## src/design/qsic_pkg.sv

```systemverilog
// qsic shared definitions
`default_nettype none

package qsic_pkg;

   // bus and register widths
   localparam int dal_width      = 22;  // BDAL<21:0>
   localparam int data_width     = 16;  // register word
   localparam int reg_addr_width = 13;  // low bits decoded inside the I/O page

   // panel configuration register, I/O page offset 17720 (octal)
   localparam logic [reg_addr_width-1:0] conf_addr = 13'o17720;

   // register field layout
   localparam int sel_width   = 2;   // one panel selection
   localparam int slot_stride = 3;   // slot i sits at bit i*3, with a zero bit between slots
   localparam int slot_count  = 4;
   localparam int count_lsb   = 12;  // count field at bits 13:12

   localparam int panel_bits = 36;   // lamps on one indicator panel

   // what a slot puts on the panel chain
   typedef enum logic [1:0] {
      panel_lamptest    = 2'd0,  // every lamp on
      panel_bus_monitor = 2'd1,  // last bus cycle address
      panel_config_echo = 2'd2,  // the config register itself
      panel_dark        = 2'd3   // every lamp off
   } panel_sel_t;

   // slave reply FSM
   typedef enum logic [2:0] {
      idle,
      read_settle,  // transceivers turned, waiting out the settle time
      read_drive,   // data latched and driven, reply asserted
      write_ack     // write taken, reply asserted
   } reply_state_t;

   typedef panel_sel_t panel_list_t [slot_count];

   // power-up panel layout: echo, monitor, lamptest, monitor
   localparam panel_list_t conf_list_reset = '{
      panel_config_echo,
      panel_bus_monitor,
      panel_lamptest,
      panel_bus_monitor
   };
   localparam logic [1:0] conf_count_reset = 2'd2;  // show slots 0..2

endpackage

`default_nettype wire

```

## src/design/qbus_sync.sv

```systemverilog
// qbus strobe synchronizer
`timescale 1ns/1ps
`default_nettype none

module qbus_sync #(
   parameter int sync_stages   = 2,  // flops per synchronizer, 2 or more
   parameter int settle_cycles = 2   // extra delay on the read strobe for cable settling
) (
   input  wire logic                           clk20,
   input  wire logic                           reset,
   input  wire logic                           rsync,
   input  wire logic                           rdin,
   input  wire logic                           rdout,
   input  wire logic                           bs7,
   input  wire logic                           wtbt,
   input  wire logic [qsic_pkg::dal_width-1:0] dal_in,
   output logic                                s_rsync,
   output logic                                s_rdin,
   output logic                                rdin_settled,
   output logic                                s_rdout,
   output logic                                rdout_pulse,
   output logic                                cycle_bs7,
   output logic                                cycle_read,
   output logic [qsic_pkg::dal_width-1:0]      cycle_addr
);

   localparam int rdin_len = sync_stages + settle_cycles;

   logic [sync_stages-1:0] rsync_sr;  // newest sample in bit 0
   logic [sync_stages-1:0] rdout_sr;
   logic [rdin_len-1:0]    rdin_sr;   // sync stages, then the settle tail
   logic                   rsync_last;
   logic                   rdout_last;
   logic                   rsync_rise;

   always_ff @(posedge clk20) begin
      if (reset) begin
         rsync_sr   <= '0;
         rdout_sr   <= '0;
         rdin_sr    <= '0;
         rsync_last <= 1'b0;
         rdout_last <= 1'b0;
      end else begin
         rsync_sr   <= {rsync_sr[sync_stages-2:0], rsync};
         rdout_sr   <= {rdout_sr[sync_stages-2:0], rdout};
         rdin_sr    <= {rdin_sr[rdin_len-2:0], rdin};
         rsync_last <= s_rsync;
         rdout_last <= s_rdout;
      end
   end

   assign s_rsync      = rsync_sr[sync_stages-1];
   assign s_rdout      = rdout_sr[sync_stages-1];
   assign s_rdin       = rdin_sr[sync_stages-1];
   assign rdin_settled = rdin_sr[rdin_len-1];  // s_rdin, settle_cycles later

   assign rsync_rise  = s_rsync & ~rsync_last;
   assign rdout_pulse = s_rdout & ~rdout_last;  // one clock per DATO

   // address phase capture, master still holds the address lines here
   always_ff @(posedge clk20) begin
      if (reset) begin
         cycle_addr <= '0;
         cycle_bs7  <= 1'b0;
         cycle_read <= 1'b0;
      end else if (rsync_rise) begin
         cycle_addr <= dal_in;
         cycle_bs7  <= bs7;
         cycle_read <= ~wtbt;  // wtbt low in the address phase means DATI
      end
   end

endmodule

`default_nettype wire

```

## src/design/reply_seq.sv

```systemverilog
// slave reply sequencer
`timescale 1ns/1ps
`default_nettype none

module reply_seq #(
   // read settle time in clocks
   // the delay itself arrives already applied on rdin_settled
   parameter int settle_cycles = 2
) (
   input  wire logic clk20,
   input  wire logic reset,
   input  wire logic conf_match,    // cycle addresses one of our registers
   input  wire logic s_rdin,
   input  wire logic rdin_settled,
   input  wire logic s_rdout,
   output logic      trply,
   output logic      dal_tx,        // transceivers toward the bus
   output logic      dal_st,        // latch outgoing data
   output logic      dal_be_l       // bus drivers enable, active low
);

   qsic_pkg::reply_state_t state;
   qsic_pkg::reply_state_t next;

   always_comb begin
      next = state;
      case (state)
         qsic_pkg::idle: begin
            if (conf_match && s_rdin)
               next = qsic_pkg::read_settle;  // DATI to us
            else if (conf_match && s_rdout)
               next = qsic_pkg::write_ack;    // DATO to us
         end
         qsic_pkg::read_settle: begin
            if (!s_rdin)
               next = qsic_pkg::idle;         // master gave up early
            else if (rdin_settled)
               next = qsic_pkg::read_drive;
         end
         qsic_pkg::read_drive: begin
            if (!s_rdin)
               next = qsic_pkg::idle;
         end
         qsic_pkg::write_ack: begin
            if (!s_rdout)
               next = qsic_pkg::idle;
         end
         default: next = qsic_pkg::idle;
      endcase
   end

   // outputs registered off the next state so they come out of flops, glitch free
   always_ff @(posedge clk20) begin
      if (reset) begin
         state    <= qsic_pkg::idle;
         trply    <= 1'b0;
         dal_tx   <= 1'b0;
         dal_st   <= 1'b0;
         dal_be_l <= 1'b1;
      end else begin
         state    <= next;
         trply    <= (next == qsic_pkg::read_drive) || (next == qsic_pkg::write_ack);
         dal_tx   <= (next == qsic_pkg::read_settle) || (next == qsic_pkg::read_drive);
         dal_st   <= (next == qsic_pkg::read_drive);
         dal_be_l <= (next != qsic_pkg::read_drive);  // drive bus only with data latched
      end
   end

endmodule

`default_nettype wire

```

## src/design/panel_config.sv

```systemverilog
// panel configuration register
`timescale 1ns/1ps
`default_nettype none

module panel_config (
   input  wire logic                            clk20,
   input  wire logic                            reset,
   input  wire logic                            s_rsync,
   input  wire logic                            rdout_pulse,
   input  wire logic                            cycle_bs7,
   input  wire logic [qsic_pkg::dal_width-1:0]  cycle_addr,
   input  wire logic [qsic_pkg::dal_width-1:0]  dal_in,
   output logic                                 conf_match,
   output logic [qsic_pkg::data_width-1:0]      read_data,
   output qsic_pkg::panel_sel_t                 conf_list [qsic_pkg::slot_count],
   output logic [1:0]                           conf_count
);

   logic conf_write;

   // I/O page hit on 17720, only while the cycle is still open
   assign conf_match = s_rsync && cycle_bs7 &&
      (cycle_addr[qsic_pkg::reg_addr_width-1:0] == qsic_pkg::conf_addr);

   assign conf_write = rdout_pulse && conf_match;  // data phase of a DATO

   always_ff @(posedge clk20) begin
      if (reset) begin
         conf_list  <= qsic_pkg::conf_list_reset;
         conf_count <= qsic_pkg::conf_count_reset;
      end else if (conf_write) begin
         for (int i = 0; i < qsic_pkg::slot_count; i++) begin
            conf_list[i] <= qsic_pkg::panel_sel_t'(
               dal_in[i*qsic_pkg::slot_stride +: qsic_pkg::sel_width]);
         end
         conf_count <= dal_in[qsic_pkg::count_lsb +: 2];
      end
   end

   // read-back word, gap bits and upper bits read as zero
   always_comb begin
      read_data = '0;
      for (int i = 0; i < qsic_pkg::slot_count; i++) begin
         read_data[i*qsic_pkg::slot_stride +: qsic_pkg::sel_width] = conf_list[i];
      end
      read_data[qsic_pkg::count_lsb +: 2] = conf_count;
   end

endmodule

`default_nettype wire

```

## src/design/panel_scan.sv

```systemverilog
// indicator panel scanner
`timescale 1ns/1ps
`default_nettype none

module panel_scan #(
   parameter int ip_div = 4  // clk20 cycles per half period of ip_clk, 2 or more
) (
   input  wire logic                            clk20,
   input  wire logic                            reset,
   input  wire logic                            cycle_read,
   input  wire logic                            cycle_bs7,
   input  wire logic [qsic_pkg::dal_width-1:0]  cycle_addr,
   input  wire logic [qsic_pkg::data_width-1:0] read_data,
   input  wire qsic_pkg::panel_sel_t            conf_list [qsic_pkg::slot_count],
   input  wire logic [1:0]                      conf_count,
   output logic                                 ip_clk,
   output logic                                 ip_out,
   output logic                                 ip_latch
);

   localparam int pb    = qsic_pkg::panel_bits;
   localparam int div_w = $clog2(ip_div);
   localparam int bit_w = $clog2(pb);

   typedef enum logic [1:0] {scan_load, scan_shift, scan_latch} scan_state_t;

   scan_state_t      phase;
   logic [div_w-1:0] div_cnt;
   logic             tick;         // one half period of ip_clk done
   logic [1:0]       slot;         // slot being shifted
   logic [1:0]       frame_count;  // last slot of this frame
   logic [bit_w-1:0] bit_idx;
   logic             latch_half;   // second half of the latch pulse
   logic [pb-1:0]    shreg;        // current panel word, msb goes out first
   logic [pb-1:0]    frame_words [qsic_pkg::slot_count];  // words frozen at frame start
   logic [pb-1:0]    sel_word [qsic_pkg::slot_count];
   logic [pb-1:0]    monitor_word;
   logic [pb-1:0]    echo_word;

   // read flag, bs7, then the 22 address bits, zero padded at the bottom
   assign monitor_word = {cycle_read, cycle_bs7, cycle_addr,
                          {(pb - qsic_pkg::dal_width - 2){1'b0}}};
   assign echo_word    = {{(pb - qsic_pkg::data_width){1'b0}}, read_data};

   always_comb begin
      for (int i = 0; i < qsic_pkg::slot_count; i++) begin
         case (conf_list[i])
            qsic_pkg::panel_lamptest:    sel_word[i] = '1;
            qsic_pkg::panel_bus_monitor: sel_word[i] = monitor_word;
            qsic_pkg::panel_config_echo: sel_word[i] = echo_word;
            default:                     sel_word[i] = '0;  // dark
         endcase
      end
   end

   assign tick   = (div_cnt == div_w'(ip_div - 1));
   assign ip_out = shreg[pb-1];

   always_ff @(posedge clk20) begin
      if (phase == scan_load) begin
         frame_words <= sel_word;  // whole frame frozen here
      end
   end

   always_ff @(posedge clk20) begin
      if (reset) begin
         phase       <= scan_load;
         div_cnt     <= '0;
         slot        <= '0;
         frame_count <= '0;
         bit_idx     <= '0;
         latch_half  <= 1'b0;
         shreg       <= '0;
         ip_clk      <= 1'b0;
         ip_latch    <= 1'b0;
      end else begin
         div_cnt <= tick ? '0 : div_cnt + 1'b1;
         case (phase)
            scan_load: begin
               div_cnt     <= '0;  // restart so the first half period is full
               frame_count <= conf_count;
               slot        <= '0;
               bit_idx     <= '0;
               shreg       <= sel_word[0];  // first bit set up before the first rise
               phase       <= scan_shift;
            end
            scan_shift: if (tick) begin
               ip_clk <= ~ip_clk;
               if (ip_clk) begin  // falling edge, move to the next bit
                  if (slot == frame_count && bit_idx == bit_w'(pb - 1)) begin
                     ip_latch   <= 1'b1;
                     latch_half <= 1'b0;
                     phase      <= scan_latch;
                  end else if (bit_idx == bit_w'(pb - 1)) begin
                     bit_idx <= '0;
                     slot    <= slot + 2'd1;
                     shreg   <= frame_words[slot + 2'd1];
                  end else begin
                     bit_idx <= bit_idx + 1'b1;
                     shreg   <= {shreg[pb-2:0], 1'b0};
                  end
               end
            end
            scan_latch: if (tick) begin  // ip_clk parked low for the whole pulse
               latch_half <= 1'b1;
               if (latch_half) begin
                  ip_latch <= 1'b0;
                  phase    <= scan_load;
               end
            end
            default: phase <= scan_load;
         endcase
      end
   end

endmodule

`default_nettype wire

```

## src/design/qsic_slave.sv

```systemverilog
// qsic qbus slave top
`timescale 1ns/1ps
`default_nettype none

module qsic_slave #(
   parameter int sync_stages   = 2,
   parameter int settle_cycles = 2,
   parameter int ip_div        = 4
) (
   input  wire logic                           clk20,
   input  wire logic                           reset,
   input  wire logic                           rsync,
   input  wire logic                           rdin,
   input  wire logic                           rdout,
   input  wire logic                           bs7,
   input  wire logic                           wtbt,
   input  wire logic [qsic_pkg::dal_width-1:0] dal_in,
   output logic                                trply,
   output logic                                dal_tx,
   output logic                                dal_st,
   output logic                                dal_be_l,
   output logic [qsic_pkg::dal_width-1:0]      dal_out,
   output logic                                ip_clk,
   output logic                                ip_out,
   output logic                                ip_latch
);

   logic                              s_rsync, s_rdin, rdin_settled, s_rdout, rdout_pulse;
   logic                              cycle_bs7, cycle_read;
   logic [qsic_pkg::dal_width-1:0]    cycle_addr;
   logic                              conf_match;
   logic [qsic_pkg::data_width-1:0]   read_data;
   qsic_pkg::panel_sel_t              conf_list [qsic_pkg::slot_count];
   logic [1:0]                        conf_count;

   qbus_sync #(.sync_stages(sync_stages), .settle_cycles(settle_cycles)) u_sync (
      .clk20, .reset, .rsync, .rdin, .rdout, .bs7, .wtbt, .dal_in,
      .s_rsync, .s_rdin, .rdin_settled, .s_rdout, .rdout_pulse,
      .cycle_bs7, .cycle_read, .cycle_addr
   );

   panel_config u_config (
      .clk20, .reset, .s_rsync, .rdout_pulse, .cycle_bs7, .cycle_addr, .dal_in,
      .conf_match, .read_data, .conf_list, .conf_count
   );

   reply_seq #(.settle_cycles(settle_cycles)) u_reply (
      .clk20, .reset, .conf_match, .s_rdin, .rdin_settled, .s_rdout,
      .trply, .dal_tx, .dal_st, .dal_be_l
   );

   panel_scan #(.ip_div(ip_div)) u_scan (
      .clk20, .reset, .cycle_read, .cycle_bs7, .cycle_addr, .read_data,
      .conf_list, .conf_count, .ip_clk, .ip_out, .ip_latch
   );

   // only the register word goes out, upper address bits stay zero
   assign dal_out = dal_tx ?
      {{(qsic_pkg::dal_width - qsic_pkg::data_width){1'b0}}, read_data} : '0;

endmodule

`default_nettype wire

```

## config.mk

```make
export PLATFORM = sky130hd
export DESIGN_NAME = qsic_slave
export DESIGN_NICKNAME = d
export VERILOG_FILES = /design/src/design/qsic_pkg.sv /design/src/design/qbus_sync.sv /design/src/design/reply_seq.sv /design/src/design/panel_config.sv /design/src/design/panel_scan.sv /design/src/design/qsic_slave.sv
export SDC_FILE = /design/constraint.sdc
export NUM_CORES = 1
export LEC_CHECK = 0
export ABC_AREA = 1
export BUFFER_PORTS_ARGS = -buffer_cell sky130_fd_sc_hd__buf_2
export CORE_UTILIZATION = 50
export CTS_BUF_LIST = sky130_fd_sc_hd__clkbuf_2 sky130_fd_sc_hd__clkbuf_4 sky130_fd_sc_hd__clkbuf_8
export DETAILED_ROUTE_END_ITERATION = 8
export GPL_TIMING_DRIVEN = 0
export HOLD_SLACK_MARGIN = 0.02
export PLACE_DENSITY = 0.65
export SYNTH_ARGS = -nofsm -noshare
export SYNTH_HDL_FRONTEND = slang
export SYNTH_SLANG_ARGS = --single-unit
```

## constraint.sdc

```tcl
create_clock -name clk20 -period 8.68 [get_ports clk20]
set_input_delay 1.736 -clock clk20 [delete_from_list [all_inputs] [get_ports clk20]]
set_output_delay 1.736 -clock clk20 [all_outputs]
set_load 0.01 [all_outputs]
```

# After elaboration in Yosys (flattened, before gate mapping)
# Index checks and enable logic that the tools add are counted.
[totals]
regBits = 248
input_bits = 29
out_inout_bits = 29
elab_cells = 140
[classes]
addsub = 3
order_cmp = 1
eq_ne = 28
n_mux = 47
n_bitwise = 7
reduce_logical = 23
[ops]
columns = ["cell", "n"]
rows = [
  ["one-hot mux 36 bit (3 select lines)", 4],
  ["two-way mux 36 bit", 6],
  ["binary-select mux 36 bit (select 2 bit)", 1],
  ["one-hot mux 36 bit (2 select lines)", 1],
  ["two-way mux 6 bit", 4],
  ["two-way mux 2 bit", 9],
  ["two-way mux 3 bit", 6],
  ["AND reduction 5 bit", 3],
  ["two-way mux 14 bit", 1],
  ["== test 13 bit (second input constant)", 1],
  ["== test 2 bit (second input constant)", 6],
  ["== test 3 x 2 -> 1 bit (second input constant)", 4],
  ["!= test 2 x 1 -> 1 bit (second input constant)", 6],
  ["one-hot mux 3 bit (4 select lines)", 1],
  ["one-hot mux 6 bit (2 select lines)", 1],
  ["== test 2 x 1 -> 1 bit (second input constant)", 5],
  ["zero test 2 bit", 5],
  ["two-way mux 1 bit", 9],
  ["adder 6 x 1 -> 6 bit (second input constant)", 1],
  ["== test 3 x 1 -> 1 bit (second input constant)", 2],
  ["== test 6 bit (second input constant)", 1],
  ["logical AND 1 bit", 6],
  ["one-hot mux 2 bit (3 select lines)", 1],
  ["AND reduction 6 bit", 1],
  ["16 further kinds", 24],
]

# Logic depth before layout (Yosys ltp)
# Gate-level depths: netlist (run 1).
[logic_depth]
depth_word = 10
depth_mapped = 11
depth_no_buf = 10

# By module
# From an unflattened synthesis (run 1), not the netlist that was laid out.
[unflattened]
cells_unflattened = 1523
area_unflattened_um2 = 12030.3
[modules_own_cells]
columns = ["mod", "n_inst", "cells_each", "area_per_inst_um2", "seq_area_each_um2"]
rows = [
  ["panel_scan", 1, 1156, 9481.6, 5385.2],
  ["qbus_sync", 1, 187, 1316.3, 680.7],
  ["panel_config", 1, 92, 686.9, 200.2],
  ["reply_seq", 1, 47, 332.8, 140.1],
  ["qsic_slave", 1, 41, 212.7, 0.0],
]

# Least setup slack after synthesis (run 1)
# No wires, ideal clock.
[synth_timing]
path_type = "register -> register"
start = "register u_scan.phase[0]"
end = "register u_scan.div_cnt[0]"
setup_time_ns = 0.120
arrival_ns = 6.414
required_ns = 8.560
slack_ns = 2.146
path_stages_with_launch = 5
n_path_buf = 0
period_less_slack_ns = 6.534
cell_sequence = "dfxtp_1 > nor2_1 > inv_1 > nand3_1 > nor2_1"
[synth_between]
elab_chain_cells = 2
[synth_lines]
columns = ["element", "line_no", "rtl"]
rows = [
  ["from (decl)", "panel_scan.sv:27", "scan_state_t phase;"],
  ["from (signal assigned)", "panel_scan.sv:67", "phase <= scan_load;"],
  ["from (signal assigned)", "panel_scan.sv:85", "phase <= scan_shift;"],
  ["from (signal assigned)", "panel_scan.sv:93", "phase <= scan_latch;"],
  ["zero test 2 bit", "panel_scan.sv:78", "case (phase)"],
  ["OR reduction 3 bit (no source line)", "n/a", ""],
  ["to (signal assigned)", "panel_scan.sv:77", "div_cnt <= tick ? '0 : div_cnt + 1'b1;"],
  ["to (decl)", "panel_scan.sv:28", "logic [div_w-1:0] div_cnt;"],
]
# Every way passes these cells.
# A chain may end at the register's enable or synchronous reset.

# Final worst setup path (run 1)
[layout_timing]
start = "register u_config.conf_list[7] (netlist name)"
end = "output dal_out[1] (netlist name)"
[layout_between]
elab_chain_cells = 1
[layout_lines]
columns = ["element", "line_no", "rtl"]
rows = [
  ["from (decl)", "panel_config.sv:15", "output qsic_pkg::panel_sel_t conf_list [qsic_pkg::slot_count],"],
  ["from (signal assigned)", "panel_config.sv:29", "conf_list <= qsic_pkg::conf_list_reset;"],
  ["from (signal, indexed assignment)", "panel_config.sv:33", "conf_list[i] <= qsic_pkg::panel_sel_t'("],
  ["two-way mux 14 bit", "qsic_slave.sv:58", "assign dal_out = dal_tx ?"],
  ["to (decl)", "qsic_slave.sv:22", "output logic [qsic_pkg::dal_width-1:0] dal_out,"],
]
# Every way passes these cells.

==> impl_metrics.ini, run 1 <==
[cts]
postCtsSetupRepairBufs = 0
root_buffer = clkbuf_8
cts_tree = built
htree_levels = 2
cts_buffer_depth = 3
clk_pin_slew_ns = 0.06
post_cts_resize_count = 0
cts_sinks = 232
cts_inserted_buffers = 40
insertion_delay_ns = 0.55
cts_hold_buffers = 0

[floorplan]
num_rows = 51
io_pins = 58
core_um2 = 19800
die_h_um = 145
dieArea_um2 = 21000
die_w_um = 145
initial_core_util_pct = 51.7

[yosys]
yosys_register_bits = 232
syn_area_um2 = 10200
ys_types = 36
synth_warnings = 0
syn_inst = 1184
synth_edf_count = 128
ys_seq_area_share_pct = 57.9
syn-mean-instance-area_um2 = 8.64
synth-async-reset-ratio_pct = 0
synth-main-ff-cell = edfxtp_1

[placed_design]
placed_cells = 1510
routabilityCongestion = 0.869
port_buffers = 45
dp_hpwl_mm = 20.9
place_area_um2 = 10900

[critical_path]
rrSetupSlack_ns = 6.61
critPathMaxFanout = 10
start_kind = flop
cp_data_required_time_ns = 6.94
worst_ep_arrival_time_ns = 1.95
crit_type = reg -> out
rr_startpoint = u_scan.slot[1]
worst_setup_path_end_kind = output port
critPathLaunch = u_config.conf_list[7]

[sta]
clock.fmax_mhz = 272
setup_violations = 0
period_needed_ns = 3.68
finalCritPeriodShare_pct = 42.4
finalSetupTns_ns = 0
drv_slew = 0
hold_viol = 0
tightest_slew_ns = 0.840
timing.clock.skew_ns = 0.0196
rsz0062_at_grt = false
slew_headroom_pct = 44.0

[finish]
fill_cells = 1813
n_antenna_cell = 0
syn_to_final_growth_pct = 14.2
layout_commonest_cell = nand2_1
most-common-layout-cells = nand2_1 (248), a21oi_1 (221), edfxtp_1 (128), nor2_1 (115), dfxtp_1 (104)
fin_nets = 1318
drive_gt1_share_pct = 12.1
final_area_um2 = 11700
postLayoutCoreUtil_pct = 59.1
stdcell_count = 1582

[global_routing]
grt_usage_pct = 27.0
overflow = 0
antenna_found_initial = 0
grt_max_degree = 36
grt_pass1_vias = 7797
grt_pass1_wl_mm = 43.7

[drt]
drt_wl_total_mm = 28.6
drtAntennaViolNets = 0
drc = 0
drt_pass1_iterations = 6
wire_per_inst_um = 18.1
vias = 8580
drtIter0Drc = 876
vias_per_cell = 5.42

[run_status]
outcome = completed

[worst_hold_path]
hp-start = u_sync.rdout_sr[0]
hold_path.class = reg -> reg

[power_and_ir_drop]
irDropWorstVdd_v = 0.000140
leakage_nw = 5.03
powerDensity_nw_per_um2 = 201

[flow_run]
max_cap_viol_count = 0
cell usage after synthesis, types with 2 or more instances:
cell type    n  area share (%)
nor2_2       3            0.18
or2_2        2            0.12
a211oi_1     6            0.44
buf_6        2            0.22
o21ai_0    102             5.0
dfxtp_1    104              20
nor3_1       3            0.15
xnor2_1      3            0.26
edfxtp_1   128              38
a21oi_1    221              11
buf_4       15             1.1
buf_1        2           0.073
inv_1       87             3.2
nand3_1     35             1.7
o21ai_1      6            0.29
xor2_1       2            0.17
ha_1         2            0.24
o211ai_1     3            0.22
nor2_1     116             4.3
nand2_2      3            0.18
nand4_1      3            0.18
nand2_1    248             9.1
buf_2       16            0.78
clkbuf_1    55             2.0
o221ai_1     6            0.51
layer usage:
metal / global-route usage (%) / routed length [µm] / up-vias / share of wire, %
li1: - / - / 4172 / -
met1: 38.3 / 12700 / 3944 / 44
met2: 42.2 / 12800 / 392 / 45
met3: 3.77 / 2220 / 72 / 7.8
met4: 9.79 / 916 / 0 / 3.2
met5: 0 / 0 / - / 0
metrics by stage:
step | power, W | hold slack, ns | worst slack [ns]
2_1_floorplan | 0.00137 | 0.388 | 2.15
3_3_place_gp | 0.00142 | 0.389 | -0.233
3_5_place_dp | 0.00142 | 0.396 | 5.03
4_1_cts | 0.00236 | 0.404 | 5.03
5_1_grt | 0.00244 | 0.424 | 4.94
6_report | 0.00235 | 0.402 | 5.00
registers in the layout (all words and copies together), names as in the netlist, 2 cells and up:
| name | cells |
|---|---|
| u_sync.cycle_addr | 22 |
| u_scan.frame_words | 128 |
| u_config.conf_count | 2 |
| u_sync.rsync_sr | 2 |
| u_scan.div_cnt | 2 |
| u_scan.frame_count | 2 |
| u_config.conf_list | 8 |
| u_sync.rdout_sr | 2 |
| u_scan.bit_idx | 6 |
| u_scan.slot | 2 |
| u_sync.rdin_sr | 4 |
| u_scan.phase | 2 |
| u_reply.state | 3 |
| u_scan.shreg | 36 |
power by group:
part	internal (W)	total, W	switching, W
logic	0.0000550	0.000167	0.000112
registers	0.00122	0.00124	0.0000208
clock network	0.000511	0.000948	0.000437
worst max-delay path: stages (launching register included):
cell and delay (ns):
dfxtp_1 0.30, clkbuf_1 0.27, clkbuf_1 0.50, nand2_1 0.13, inv_1 0.08, buf_2 0.12
layout make-up:
cell class	count	area [µm²]	share of cell area, %
plain buffers	91	434	3.71
clock buffers	59	693	5.93
clock inverters	13	58.8	0.503
inverters	89	334	2.86
multi-input cells	784	3590	30.7
flip-flops and latches	232	5930	50.7
well taps	265	332	2.84
repair buffers	49	320	2.74
final timing paths:
kind | to | cells past startpoint
worst max-delay path | dal_out[1] | 5
worst min-delay path | u_sync.rdout_sr[1] | 2
worst max register to register | u_scan.shreg[34] | 8
worst min register to register | u_sync.rdout_sr[1] | 2
cells by family (layout without fill, tap and decap cells):
group	after synthesis	after routing	synth area share, %
AO/OA/AOI/OAI	347	347	17.6
XOR/XNOR	5	5	0.428
buffers and inverters	180	301	7.51
adder cells (fa/ha/maj)	2	2	0.245
flip-flops	232	232	57.9
other	1	13	0.0366
AND/OR/NAND/NOR	417	417	16.3
Note: power is estimated with default switching activity, not from simulation.
==> inputs of run 2 (changes only) <==
--- a/config.mk
+++ b/config.mk
@@ -5,14 +5,14 @@
 export SDC_FILE = /design/constraint.sdc
 export NUM_CORES = 1
 export LEC_CHECK = 0
-export ABC_AREA = 1
+export ABC_AREA = 0
 export BUFFER_PORTS_ARGS = -buffer_cell sky130_fd_sc_hd__buf_2
 export CORE_UTILIZATION = 50
 export CTS_BUF_LIST = sky130_fd_sc_hd__clkbuf_2 sky130_fd_sc_hd__clkbuf_4 sky130_fd_sc_hd__clkbuf_8
 export DETAILED_ROUTE_END_ITERATION = 8
 export GPL_TIMING_DRIVEN = 0
 export HOLD_SLACK_MARGIN = 0.02
-export PLACE_DENSITY = 0.65
+export PLACE_DENSITY = 0.68
 export SYNTH_ARGS = -nofsm -noshare
 export SYNTH_HDL_FRONTEND = slang
 export SYNTH_SLANG_ARGS = --single-unit
==> constraint.sdc (replaced) <==
create_clock -name clk20 -period 3.3 [get_ports clk20]
set_input_delay 0.66 -clock clk20 [delete_from_list [all_inputs] [get_ports clk20]]
set_output_delay 0.66 -clock clk20 [all_outputs]
set_load 0.01 [all_outputs]
==> run 2 against run 1 <==
First-iteration DRC count shrank 1.3%; critical path type unchanged; sequential share of layout area shrank 0.18 points; final cell count shrank 17%; synthesized cell count shrank 23%; sequential power grew to 2.6 times the previous value; critical endpoint unchanged; routed wire length shrank 5.0%; core utilization grew 0.40 points; register-to-register slack lost 5.6 ns; highest routed layer unchanged.
==> impl_metrics.ini, run 2 <==
[run_status]
outcome = completed

[worst_hold_path]
min_path_cells = 2
hold_path.class = in -> reg

[finish]
n_antenna_cell = 0
top_register = u_scan.frame_words
fin_nets = 1047
drive_gt1_share_pct = 21.9
final_area_um2 = 11700
largest_reg_flops = 128
most-common-layout-cells = a21oi_1 (183), edfxtp_1 (128), dfxtp_1 (104), nand2_1 (103), buf_2 (63)
layout_commonest_cell = a21oi_1
syn_to_final_growth_pct = 15.0
reg_top3 = u_scan.frame_words: 128 flops, u_scan.shreg: 36 flops, u_sync.cycle_addr: 22 flops

[drt]
drt_pass1_iterations = 5
vias_per_cell = 5.85
wire_per_inst_um = 20.7
drtAntennaViolNets = 0
drc = 0
drtIter0Drc = 865
vias = 7664
drt_wl_total_mm = 27.2

[power_and_ir_drop]
irDropWorstVdd_v = 0.000344
powerDensity_nw_per_um2 = 525
leakage_nw = 4.18

[sta]
tightest_slew_ns = 1.01
setup_violations = 0
slew_headroom_pct = 32.8
drv_slew = 0
hold_viol = 0
rsz0062_at_grt = false
period_needed_ns = 2.83
timing.final.ws_setup_ns = 0.466
clock.fmax_mhz = 353
timing.clock.skew_ns = 0.0167
finalCritPeriodShare_pct = 85.9

[critical_path]
r2r-end = u_scan.shreg[32]
cp_data_required_time_ns = 2.64
rr_startpoint = u_scan.phase[0]
crit_type = reg -> out
rr_worst_depth = 7
rrSetupSlack_ns = 0.98
crit_path_end = dal_out[1]
critPathLaunch = u_config.conf_list[7]
worst_setup_path_end_kind = output port
critPathMaxFanout = 10
worst_ep_arrival_time_ns = 2.17
start_kind = flop

[cts]
post_cts_resize_count = 0
cts_buffer_depth = 3
cts_tree = built
clk_pin_slew_ns = 0.06
htree_levels = 2
cts_sinks = 232
cts_inserted_buffers = 39
cts_hold_buffers = 0
postCtsSetupRepairBufs = 0
insertion_delay_ns = 0.54
root_buffer = clkbuf_8

[yosys]
synth-main-ff-cell = edfxtp_1
synth-async-reset-ratio_pct = 0
yosysTopAreaCell = edfxtp_1
ys_types = 58
synth_commonest_cells = a21oi_1 (183), edfxtp_1 (128), dfxtp_1 (104)
syn_area_um2 = 10200
yosys-top-cells-area = edfxtp_1 (38%), dfxtp_1 (20%), a21oi_1 (9.0%)
synth_top_area_share_pct = 37.7
synth_edf_count = 128
yosys_register_bits = 232
syn_inst = 914
yosysMostFrequentCell = a21oi_1
ys_seq_area_share_pct = 58.1
synth_warnings = 0
syn-mean-instance-area_um2 = 11.2

[flow_run]
max_cap_viol_count = 0

[global_routing]
grt_max_degree = 35
antenna_found_initial = 0
grt_pass1_wl_mm = 42.2
grt_pass1_vias = 7427
grt_usage_pct = 27.4
overflow = 0

[placed_design]
port_buffers = 45
place_ws_ns = 0.647
routabilityCongestion = 0.830
dp_hpwl_mm = 18.4
place_area_um2 = 10900

[floorplan]
core_um2 = 19700
dieArea_um2 = 21000
io_pins = 58
num_rows = 51
die_h_um = 145
initial_core_util_pct = 51.7
die_w_um = 145
==> run 2: cell type report <==
class	count	area, µm²
plain buffers	96	479
flip-flops and latches	232	5930
well taps	265	332
clock inverters	6	32.5
clock buffers	65	795
fillers	1622	7990
repair buffers	49	320
multi-input cells	566	3730
inverters	32	120
==> run 2: cells by family (layout without fill, tap and decap cells) <==
kind of cell	after synthesis	in the layout	share of synthesized area [%]
and+or+nand+nor	225	225	10.3
DFF	232	232	58.1
buffers and inverters	128	248	5.88
AOI/OAI and AO/OA	281	281	17.0
adders and majority gates	2	2	0.245
muxes	39	39	7.88
xor gates and xnor gates	6	6	0.515
other	1	13	0.0368
==> run 2: where the power goes <==
group	total, W	internal [W]	switching [W]
registers	0.00318	0.00314	0.0000419
clock network	0.00266	0.00152	0.00114
logic	0.000327	0.000127	0.000200
total	0.00616	0.00478	0.00138
==> run 2: worst max-delay path: stages, from the launching register on <==
cell,delay (ns)
dfxtp_1,0.30
clkbuf_1,0.30
clkbuf_1,0.68
and2_1,0.22
buf_2,0.13
==> run 2: how the worst min path moves through the flow <==
| stage | startpoint | slack (ns) | to |
|---|---|---|---|
| 5_1_grt | wtbt | 0.30 | u_sync.cycle_read |
| 2_1_floorplan | u_scan.div_cnt[0] | 0.41 | u_scan.div_cnt[0] |
| 4_1_cts | wtbt | 0.29 | u_sync.cycle_read |
| 6_report | wtbt | 0.32 | u_sync.cycle_read |
| 3_3_place_gp | u_sync.rsync_sr[0] | 0.42 | u_sync.rsync_sr[1] |
| 3_5_place_dp | u_sync.rdout_sr[0] | 0.42 | u_sync.rdout_sr[1] |
==> run 2: layer usage <==
metal / wire, µm / vias up / GRT usage, % / share of wire, %
met1: 12000 / 3702 / 38.2 / 44
met5: 0 / - / 0 / 0
met2: 12200 / 368 / 42.4 / 45
li1: - / 3543 / - / -
met3: 2200 / 51 / 5.66 / 8.1
met4: 731 / 0 / 9.86 / 2.7
==> run 2: stage by stage <==
stage | TNS [ns] | instances | hold WS, ns | util, % | power, W
global route | 0 | 1311 | 0.303 | 59.5 | 0.00635
detailed placement | 0 | 1240 | 0.422 | 55.3 | 0.00356
global placement | -41.01 | 1236 | 0.418 | 54.8 | 0.00354
CTS | 0 | 1311 | 0.291 | 59.5 | 0.00619
floorplan | 0 | 926 | 0.408 | - | 0.00344
finish | 0 | 1311 | 0.325 | 59.5 | 0.00616
==> inputs of run 3 (changes only) <==
--- a/config.mk
+++ b/config.mk
@@ -12,7 +12,7 @@
 export DETAILED_ROUTE_END_ITERATION = 8
 export GPL_TIMING_DRIVEN = 0
 export HOLD_SLACK_MARGIN = 0.02
-export PLACE_DENSITY = 0.68
+export PLACE_DENSITY = 0.65
 export SYNTH_ARGS = -nofsm -noshare
 export SYNTH_HDL_FRONTEND = slang
 export SYNTH_SLANG_ARGS = --single-unit
==> constraint.sdc (replaced) <==
create_clock -name clk20 -period 3.15 [get_ports clk20]
set_input_delay 0.63 -clock clk20 [delete_from_list [all_inputs] [get_ports clk20]]
set_output_delay 0.63 -clock clk20 [all_outputs]
set_load 0.01 [all_outputs]
==> run 3 against run 2 <==
Combinational power rose by 5%; via count rose by 0.56%; core utilization barely moved; sequential power rose by 5%; largest power group unchanged.
==> impl_metrics.ini, run 3 (synthesis results as in run 2) <==
[finish]
most-common-layout-cells = a21oi_1 (183), edfxtp_1 (128), dfxtp_1 (104), nand2_1 (103), buf_2 (63)
reg_top3 = u_scan.frame_words: 128 flops, u_scan.shreg: 36 flops, u_sync.cycle_addr: 22 flops
syn_to_final_growth_pct = 15.0
top_register = u_scan.frame_words
drive_gt1_share_pct = 22.0
layout_commonest_cell = a21oi_1
postLayoutCoreUtil_pct = 59.5
n_antenna_cell = 0
stdcell_count = 1314
largest_reg_flops = 128
fill_cells = 1675
fin_nets = 1048

[sta]
clock.fmax_mhz = 359
slew_headroom_pct = 34.4
hold_viol = 0
drv_slew = 0
finalSetupTns_ns = 0
timing.clock.skew_ns = 0.0181
rsz0062_at_grt = false
finalCritPeriodShare_pct = 88.3
setup_violations = 0
timing.final.ws_setup_ns = 0.368
tightest_slew_ns = 0.959
period_needed_ns = 2.78

[worst_hold_path]
min_path_cells = 2
hold_path.class = in -> reg

[power_and_ir_drop]
p_seq_share_pct = 51.6
irDropWorstVdd_v = 0.000312
power_w = 0.00645
p_clk_share_pct = 43.1
p_sw_share_pct = 23.0
combPwrFrac_pct = 5.3
leakage_nw = 4.17
intPower_w = 0.00497
switchingPower_w = 0.00148
powerDensity_nw_per_um2 = 550

[cts]
cts_sinks = 232
cts_inserted_buffers = 40
clk_pin_slew_ns = 0.06
insertion_delay_ns = 0.55
cts_hold_buffers = 0
root_buffer = clkbuf_8
post_cts_resize_count = 0
htree_levels = 2
postCtsSetupRepairBufs = 0
cts_buffer_depth = 3
cts_tree = built

[floorplan]
core_um2 = 19700
die_w_um = 145
num_rows = 51
die_h_um = 145
dieArea_um2 = 21000
io_pins = 58
initial_core_util_pct = 51.7

[drt]
wire_per_inst_um = 20.8
drtAntennaViolNets = 0
drt_wl_total_mm = 27.3
drc = 0
drt_pass1_iterations = 6
drtIter0Drc = 735
vias = 7707
vias_per_cell = 5.87

[placed_design]
dp_hpwl_mm = 18.4
routabilityCongestion = 0.814
place_ws_ns = 0.492
port_buffers = 45
placed_cells = 1240

[global_routing]
grt_pass1_vias = 7290
grt_usage_pct = 27.3
grt_max_degree = 37
antenna_found_initial = 0
overflow = 0
grt_pass1_wl_mm = 41.9

[critical_path]
critPathMaxFanout = 10
cp_data_required_time_ns = 2.52
worst_setup_path_end_kind = output port
crit_type = reg -> out
start_kind = flop
worst_ep_arrival_time_ns = 2.15
rr_worst_depth = 7

[run_status]
outcome = completed

[flow_run]
max_cap_viol_count = 0
-- run 3: cell types whose count changed in the layout (fill, tap and decap cells not counted) --
| cell | before | now |
|---|---|---|
| clkinv_1 | 6 | 7 |
| clkinv_2 | 1 | 5 |
| inv_6 | 1 | 0 |
| clkbuf_8 | 49 | 47 |
| clkinvlp_4 | 1 | 2 |
-- run 3: worst max-delay path, cell delays in order (launching register included) --
cell      delay [ns]
dfxtp_1         0.30
clkbuf_1        0.29
clkbuf_1        0.66
and2_1          0.22
buf_2           0.13
-- run 3: final timing paths --
| path | start | to | slack (ns) |
|---|---|---|---|
| worst max-delay path | u_config.conf_list[7] | dal_out[1] | 0.37 |
| worst min-delay path | wtbt | u_sync.cycle_read | 0.28 |
| worst max register to register | u_scan.div_cnt[0] | u_scan.shreg[35] | 0.75 |
| worst min register to register | u_scan.div_cnt[0] | u_scan.div_cnt[0] | 0.43 |
-- run 3: power groups by stage --
stage | registers (W) | clock network, W | logic, W
after floorplan | 0.00338 | 0 | 0.000227
after global placement | 0.00340 | 0 | 0.000320
after detailed placement | 0.00339 | 0 | 0.000339
after CTS | 0.00333 | 0.00281 | 0.000340
after global routing | 0.00334 | 0.00294 | 0.000373
final | 0.00333 | 0.00278 | 0.000342
-- run 3: routing by layer --
layer	GRT usage (%)	wire [µm]	part of all wire (%)	vias up
met4	7.31	516	1.9	0
met1	39.4	12100	44	3699
met3	6.28	2580	9.4	46
met5	0	0	0	-
met2	41.2	12200	45	427
li1	-	-	-	3535
-- run 3: final cells by class --
class,count,area (µm²),share of cell area (%)
plain buffers,96,479,4.09
clock buffers,63,767,6.54
clock inverters,11,55.1,0.470
inverters,32,120,1.02
multi-input cells,566,3730,31.8
flip-flops and latches,232,5930,50.5
well taps,265,332,2.83
repair buffers,49,320,2.73
-- run 3: through the flow --
step	hold slack, ns	cell area (µm²)
2_1_floorplan	0.408	10300
3_3_place_gp	0.417	10800
3_5_place_dp	0.423	10900
4_1_cts	0.263	11700
5_1_grt	0.273	11700
6_report	0.283	11700
